==> config.mk <==
export PLATFORM = sky130hd
export DESIGN_NAME = connect4_top
export DESIGN_NICKNAME = d
export VERILOG_FILES = /design/src/hdl/connect4_pkg.sv /design/src/hdl/board_if.sv /design/src/hdl/column_stack.sv /design/src/hdl/connect4_top.sv /design/src/hdl/game_status.sv /design/src/hdl/line_scan.sv
export VERILOG_INCLUDE_DIRS = /design/src /design/src/hdl
export SDC_FILE = /design/constraint.sdc
export NUM_CORES = 1
export LEC_CHECK = 0
export ABC_AREA = 1
export ABC_CLOCK_PERIOD_IN_PS = 2800
export CORE_MARGIN = 2
export CORE_UTILIZATION = 40
export DETAILED_ROUTE_END_ITERATION = 7
export DONT_BUFFER_PORTS = 1
export SLEW_MARGIN = 20
export SYNTH_ARGS = -nofsm -noshare
export SYNTH_HDL_FRONTEND = slang
export SYNTH_SLANG_ARGS = --single-unit
==> constraint.sdc <==
create_clock -name CLK -period 2.8 [get_ports CLK]
set_input_delay 0.14 -clock CLK [delete_from_list [all_inputs] [get_ports CLK]]
set_output_delay 0.14 -clock CLK [all_outputs]
set_load 0.05 [all_outputs]
==> src/hdl/connect4_defines.svh <==
`ifndef CONNECT4_DEFINES_SVH
`define CONNECT4_DEFINES_SVH

// Board geometry
`define C4_ROWS 8
`define C4_COLS 8

// Width of a column index
`define C4_COL_W 3

// Pieces in a winning line
`define C4_WIN_LEN 4

`endif

==> src/hdl/connect4_pkg.sv <==
package connect4_pkg;

  // Cell contents
  localparam logic [1:0] CELL_EMPTY = 2'd0;
  localparam logic [1:0] CELL_P1    = 2'd1;
  localparam logic [1:0] CELL_P2    = 2'd2;

  // Referee status
  localparam logic [1:0] ST_PLAY   = 2'd0;
  localparam logic [1:0] ST_P1_WIN = 2'd1;
  localparam logic [1:0] ST_P2_WIN = 2'd2;
  localparam logic [1:0] ST_FULL   = 2'd3; // Drop into a full column

endpackage

==> src/hdl/board_if.sv <==
`timescale 1ns/1ps
`include "connect4_defines.svh"

interface board_if;

  logic [`C4_ROWS-1:0][`C4_COLS-1:0][1:0] cells; // Row 0 is the bottom
  logic                                   placed;    // Piece landed on the last edge
  logic                                   full_hit;  // Last drop hit a full column
  logic                                   game_over;

  modport stack_mp (
    output cells, placed, full_hit,
    input  game_over
  );

  modport scan_mp (
    input cells
  );

  modport status_mp (
    input  placed, full_hit,
    output game_over
  );

endinterface

==> src/hdl/column_stack.sv <==
`timescale 1ns/1ps
`include "connect4_defines.svh"

module column_stack (
  input  logic                 CLK,
  input  logic                 rst,
  input  logic                 drop,
  input  logic                 player,
  input  logic [`C4_COL_W-1:0] col,
  board_if.stack_mp            bus
);

  localparam int ROW_W = $clog2(`C4_ROWS);
  localparam int H_W   = $clog2(`C4_ROWS + 1);

  logic [`C4_ROWS-1:0][`C4_COLS-1:0][1:0] board;
  logic [`C4_COLS-1:0][H_W-1:0]           heights; // Pieces held per column
  logic [H_W-1:0]                         cur_h;
  logic                                   take;
  logic                                   col_full;
  logic [1:0]                             code;

  // ***************************************************************************
  // Drop decode
  // ***************************************************************************

  assign take     = drop && !bus.game_over; // Drops after game over are lost
  assign cur_h    = heights[col];
  assign col_full = (cur_h == H_W'(`C4_ROWS));
  assign code     = player ? connect4_pkg::CELL_P2 : connect4_pkg::CELL_P1;

  // ***************************************************************************
  // Board and fill heights
  // ***************************************************************************

  always_ff @(posedge CLK) begin
    if (rst) begin
      board        <= '0;
      heights      <= '0;
      bus.placed   <= 1'b0;
      bus.full_hit <= 1'b0;
    end else begin
      bus.placed   <= take && !col_full;
      bus.full_hit <= take && col_full; // Rejected, board untouched
      if (take && !col_full) begin
        board[cur_h[ROW_W-1:0]][col] <= code; // Lands on lowest free row
        heights[col]                 <= cur_h + H_W'(1);
      end
    end
  end

  assign bus.cells = board;

  for (genvar c = 0; c < `C4_COLS; c++) begin : g_height_chk
    a_height_max : assert property (@(posedge CLK) disable iff (rst)
      heights[c] <= H_W'(`C4_ROWS));
  end

endmodule

==> src/hdl/connect4_top.sv <==
`timescale 1ns/1ps
`include "connect4_defines.svh"

module connect4_top (
  input  logic                 CLK,
  input  logic                 rst,
  input  logic                 drop,
  input  logic                 player, // 0 is the first player
  input  logic [`C4_COL_W-1:0] col,
  output logic [1:0]           status
);

  logic p1_win;
  logic p2_win;

  board_if board ();

  // ***************************************************************************
  // Storage, scan and referee
  // ***************************************************************************

  column_stack u_stack (
    .CLK    (CLK),
    .rst    (rst),
    .drop   (drop),
    .player (player),
    .col    (col),
    .bus    (board)
  );

  line_scan u_scan (
    .bus    (board),
    .p1_win (p1_win),
    .p2_win (p2_win)
  );

  game_status u_status (
    .CLK    (CLK),
    .rst    (rst),
    .bus    (board),
    .p1_win (p1_win),
    .p2_win (p2_win),
    .status (status)
  );

endmodule

==> src/hdl/game_status.sv <==
`timescale 1ns/1ps

module game_status (
  input  logic       CLK,
  input  logic       rst,
  board_if.status_mp bus,
  input  logic       p1_win,
  input  logic       p2_win,
  output logic [1:0] status
);

  logic [1:0] status_q;

  // ***************************************************************************
  // Status register, sticky once nonzero
  // ***************************************************************************

  always_ff @(posedge CLK) begin
    if (rst) begin
      status_q <= connect4_pkg::ST_PLAY;
    end else if (status_q == connect4_pkg::ST_PLAY) begin
      if (bus.placed) begin
        if (p1_win) begin                        // First player has priority
          status_q <= connect4_pkg::ST_P1_WIN;
        end else if (p2_win) begin
          status_q <= connect4_pkg::ST_P2_WIN;
        end
      end else if (bus.full_hit) begin
        status_q <= connect4_pkg::ST_FULL;
      end
    end
  end

  assign bus.game_over = (status_q != connect4_pkg::ST_PLAY);
  assign status        = status_q;

  a_status_sticky : assert property (@(posedge CLK) disable iff (rst)
    (status_q != connect4_pkg::ST_PLAY) |=> $stable(status_q));

endmodule

==> src/hdl/line_scan.sv <==
`timescale 1ns/1ps
`include "connect4_defines.svh"

module line_scan (
  board_if.scan_mp bus,
  output logic     p1_win,
  output logic     p2_win
);

  localparam int NH = `C4_COLS - `C4_WIN_LEN + 1; // Start columns per row
  localparam int NV = `C4_ROWS - `C4_WIN_LEN + 1; // Start rows per column

  localparam logic [2*`C4_WIN_LEN-1:0] LINE_P1 = {`C4_WIN_LEN{connect4_pkg::CELL_P1}};
  localparam logic [2*`C4_WIN_LEN-1:0] LINE_P2 = {`C4_WIN_LEN{connect4_pkg::CELL_P2}};

  logic [`C4_ROWS*NH-1:0] horz_p1;
  logic [`C4_ROWS*NH-1:0] horz_p2;
  logic [NV*`C4_COLS-1:0] vert_p1;
  logic [NV*`C4_COLS-1:0] vert_p2;
  logic [NV*NH-1:0]       rise_p1;
  logic [NV*NH-1:0]       rise_p2;
  logic [NV*NH-1:0]       fall_p1;
  logic [NV*NH-1:0]       fall_p2;

  // ***************************************************************************
  // Windows of four, one flag per player each
  // ***************************************************************************

  for (genvar r = 0; r < `C4_ROWS; r++) begin : g_horz_row
    for (genvar c = 0; c < NH; c++) begin : g_horz_col
      logic [`C4_WIN_LEN-1:0][1:0] win;
      for (genvar i = 0; i < `C4_WIN_LEN; i++) begin : g_cell
        assign win[i] = bus.cells[r][c+i];
      end
      assign horz_p1[r*NH+c] = (win == LINE_P1);
      assign horz_p2[r*NH+c] = (win == LINE_P2);
    end
  end

  for (genvar r = 0; r < NV; r++) begin : g_vert_row
    for (genvar c = 0; c < `C4_COLS; c++) begin : g_vert_col
      logic [`C4_WIN_LEN-1:0][1:0] win;
      for (genvar i = 0; i < `C4_WIN_LEN; i++) begin : g_cell
        assign win[i] = bus.cells[r+i][c];
      end
      assign vert_p1[r*`C4_COLS+c] = (win == LINE_P1);
      assign vert_p2[r*`C4_COLS+c] = (win == LINE_P2);
    end
  end

  for (genvar r = 0; r < NV; r++) begin : g_rise_row
    for (genvar c = 0; c < NH; c++) begin : g_rise_col
      logic [`C4_WIN_LEN-1:0][1:0] win;
      for (genvar i = 0; i < `C4_WIN_LEN; i++) begin : g_cell
        assign win[i] = bus.cells[r+i][c+i]; // Up and to the right
      end
      assign rise_p1[r*NH+c] = (win == LINE_P1);
      assign rise_p2[r*NH+c] = (win == LINE_P2);
    end
  end

  for (genvar r = 0; r < NV; r++) begin : g_fall_row
    for (genvar c = 0; c < NH; c++) begin : g_fall_col
      logic [`C4_WIN_LEN-1:0][1:0] win;
      for (genvar i = 0; i < `C4_WIN_LEN; i++) begin : g_cell
        assign win[i] = bus.cells[r+`C4_WIN_LEN-1-i][c+i]; // Down and to the right
      end
      assign fall_p1[r*NH+c] = (win == LINE_P1);
      assign fall_p2[r*NH+c] = (win == LINE_P2);
    end
  end

  assign p1_win = |{horz_p1, vert_p1, rise_p1, fall_p1};
  assign p2_win = |{horz_p2, vert_p2, rise_p2, fall_p2};

endmodule

==> impl_metrics.json <==
{
  "outcome": "complete, no violations",
  "ant_nets": 0,
  "crit_family": "buffers and inverters",
  "timing.final.crit_share": 0.9069,
  "htreeDepth": 4,
  "rsz0062_at_grt": "no",
  "synth_fp_nets": 1773,
  "drt_iter0_drc": 970,
  "critPathBufInv": 4,
  "num_io_pins": 9,
  "yosys.area.top_type": "dfxtp_1",
  "clkTransAtPathRegs_ps": 80,
  "area_growth_pct": 11.06,
  "hold_class": "primary input to flop",
  "fp-row-count": 58,
  "synthesis.instances": 1764,
  "vdd_drop_max_mv": 0.4268,
  "vias": 11400,
  "max_stage_delay_ps": 580,
  "slew_viol_final": 0,
  "grt_usage": 0.3115,
  "drc_errors": 0,
  "drt-total-wl_um": 40490,
  "start_util": 0.4037,
  "cts_tree": "yes",
  "swShare": 0.2699,
  "grt_pass1_vias": 10230,
  "numCtsBuffers": 17,
  "slowest_stage": "dlygate4sd3_1",
  "crit_fanout": 10,
  "ys_seq_area_frac": 0.3267,
  "max_freq_ghz": 0.3938,
  "synth_top_area_frac": 0.3267,
  "use_met1": 0.4270,
  "crit_arrival_ps": 2870,
  "grt_pass1_wl_um": 61570,
  "criticalPathCategory": "flop to flop",
  "crit_chain": "inv_1, o22ai_1, nor2_1, nand2_4, inv_1, ha_1, nand3_2, nand2_4, nor2_4, buf_4, nand2_1, nand2_1, a21oi_1, dlygate4sd3_1",
  "coreArea_sq_um": 24890,
  "syn_avg_cell_area_sq_um": 5.697,
  "dieArea_sq_um": 26410,
  "fin_setup_tns_ps": 0,
  "final_core_util": 0.4484,
  "clockPowerShare": 0.474,
  "synth_area_sq_um": 10050,
  "grtUsageMet2": 0.4903,
  "final.setup_skew_ps": 10.79,
  "min_period_ps": 2539,
  "busiest_layer": "met2",
  "io_buffers": 0,
  "power_frac_seq": 0.454,
  "place_congestion": 1.061,
  "via_per_inst": 5.402,
  "grt_antenna_before_repair": 1,
  "die_w_um": 162.5,
  "drive_gt1_frac": 0.04719,
  "p_leak_nw": 4.930,
  "reg2reg_setup_slack_ps": 260,
  "hold_violations": 0,
  "ys_top_cells_by_area": "dfxtp_1 (33%), nand2_1 (22%), nor2_1 (10%), inv_1 (9.4%), a21oi_1 (7.4%)",
  "relSlewSlack": 0.4199,
  "crit_path_start_kind": "flop",
  "worstSetupEndpointType": "flop",
  "setup_viol": 0,
  "cp.required_ps": 3130,
  "dr.pass1.iters": 6,
  "cap_violations": 0,
  "ys_types": 31,
  "tightest_slew_ps": 864.8,
  "power_density_nw_per_um2": 469.4,
  "cts_sinks": 164,
  "root_buffer": "clkbuf_16",
  "die_h_um": 162.5,
  "grt_max_degree": 99,
  "combPwrFrac": 0.072,
  "p_int_mw": 3.824,
  "post_cts_buffers": 0,
  "wl_per_cell_um": 19.18,
  "grtUsageMet3": 0.04023,
  "cts_max_path_buffers": 2,
  "yosys_warnings": 0,
  "p_switching_mw": 1.414,
  "ys_ff_latch": 164,
  "dpl.hpwl_um": 31260,
  "clk_latency_ps": 440,
  "grt-ovfl-total": 0,
  "nets": 1776
}
==> worst paths after layout <==
| path | cells past startpoint | to | startpoint |
|---|---|---|---|
| worst min register to register | 2 | u_stack.heights[2] | u_stack.heights[2] |
| worst max-delay path | 14 | u_stack.bus.cells[89] | u_stack.heights[5] |
| worst min-delay path | 3 | u_stack.bus.cells[113] | player |
| worst max register to register | 14 | u_stack.bus.cells[89] | u_stack.heights[5] |
==> synth_stat cells, drive strengths merged <==
cell and n:
nor2 280, o211ai 2, xor2 1, a21oi 148, nor4 1, o22ai 4, nand4 44, a22oi 3
a22o 2, nand3 143, nand3b 5, nand2 591, o21ai 59, dfxtp 164, buf 27, inv 261
nor3 5, clkbuf 20, ha 2, xnor2 1, clkinv 1
==> placed cells by master (no fill, tap or decap), types with 2 or more instances in the layout <==
| master | instances |
|---|---|
| o21ai_0 | 59 |
| inv_1 | 251 |
| clkinvlp_4 | 3 |
| nand3_2 | 2 |
| inv_2 | 10 |
| nor3_1 | 2 |
| nand4_1 | 43 |
| nand2_4 | 2 |
| a22oi_1 | 3 |
| nand2_1 | 589 |
| bufinv_16 | 2 |
| clkinv_4 | 2 |
| a21oi_1 | 148 |
| o22ai_1 | 4 |
| ha_1 | 2 |
| inv_6 | 3 |
| o211ai_1 | 2 |
| nor3_4 | 2 |
| dfxtp_1 | 164 |
| dlygate4sd3_1 | 2 |
| nand3_1 | 141 |
| clkbuf_16 | 17 |
| inv_8 | 2 |
| a22o_1 | 2 |
| buf_4 | 26 |
| nand3b_1 | 5 |
| nor2_4 | 4 |
| buf_16 | 2 |
| nor2_1 | 275 |
==> registers in the layout, summed over array words and instances (netlist names) <==
register and count:
u_stack.bus.full_hit 1, u_stack.heights 32, u_status.status 2, u_stack.bus.cells 128, u_stack.bus.placed 1
==> worst min-delay path: stages <==
cell and delay (ps):
buf_16 170, nand2_1 110, a21oi_1 60
==> through the flow <==
| stage | total power [mW] | setup slack [ps] | area, sq um | std cells | hold WS [ps] |
|---|---|---|---|---|---|
| 3_3_place_gp | 2.755 | 372.9 | 10470 | 2074 | 216.0 |
| 5_1_grt | 5.383 | 103.5 | 11160 | 2110 | 111.6 |
| 3_5_place_dp | 2.758 | 320.9 | 10470 | 2074 | 220.5 |
| 4_1_cts | 5.257 | 170.9 | 11150 | 2110 | 76.32 |
| 6_report | 5.238 | 260.8 | 11160 | 2111 | 84.60 |
| 2_1_floorplan | 2.677 | 426.4 | 10050 | 1764 | 282.1 |
==> power groups by stage <==
stage               registers [mW]  logic [mW]  clock network [mW]
CTS                           2.38       0.374                2.51
global placement              2.43       0.325                   0
global route                  2.38       0.416                2.59
floorplan                     2.44       0.239                   0
finish                        2.38       0.379                2.48
detailed placement            2.43       0.326                   0
==> final cells by class <==
| class | instances | area [sq um] |
|---|---|---|
| clock buffers | 18 | 439.2 |
| flip-flops and latches | 164 | 3283 |
| repair buffers | 31 | 290.3 |
| multi-input cells | 1291 | 5579 |
| inverters | 262 | 983.4 |
| clock inverters | 14 | 170.2 |
| diodes | 1 | 2.502 |
| well taps | 330 | 412.9 |
| fillers | 2725 | 13730 |
==> cell families (layout without fill, tap and decap cells) <==
logic type               after synthesis  count (layout)  share of synthesized area
adder cells (fa/ha/maj)                2               2                   0.002490
other                                  0               1                          0
AO/OA/AOI/OAI                        218             218                     0.1111
XOR/XNOR                               2               2                   0.001743
buffers and inverters                309             325                     0.1187
AND/OR/NAND/NOR                     1069            1069                     0.4394
flip-flops                           164             164                     0.3267
==> routing by layer <==
layer  part of all wire  up-vias
met4              0.044        0
met2               0.44      546
met5                  0        -
met3              0.078      117
met1               0.44     5212
li1                   -     5528
==> what timing repair did <==
action,4_1_cts,5_1_grt
gates resized for setup,0,1
hold endpoints to repair,120,0
endpoints found under the setup margin,0,1
hold buffers,4,0
Power figures use the tool's default switching activity.
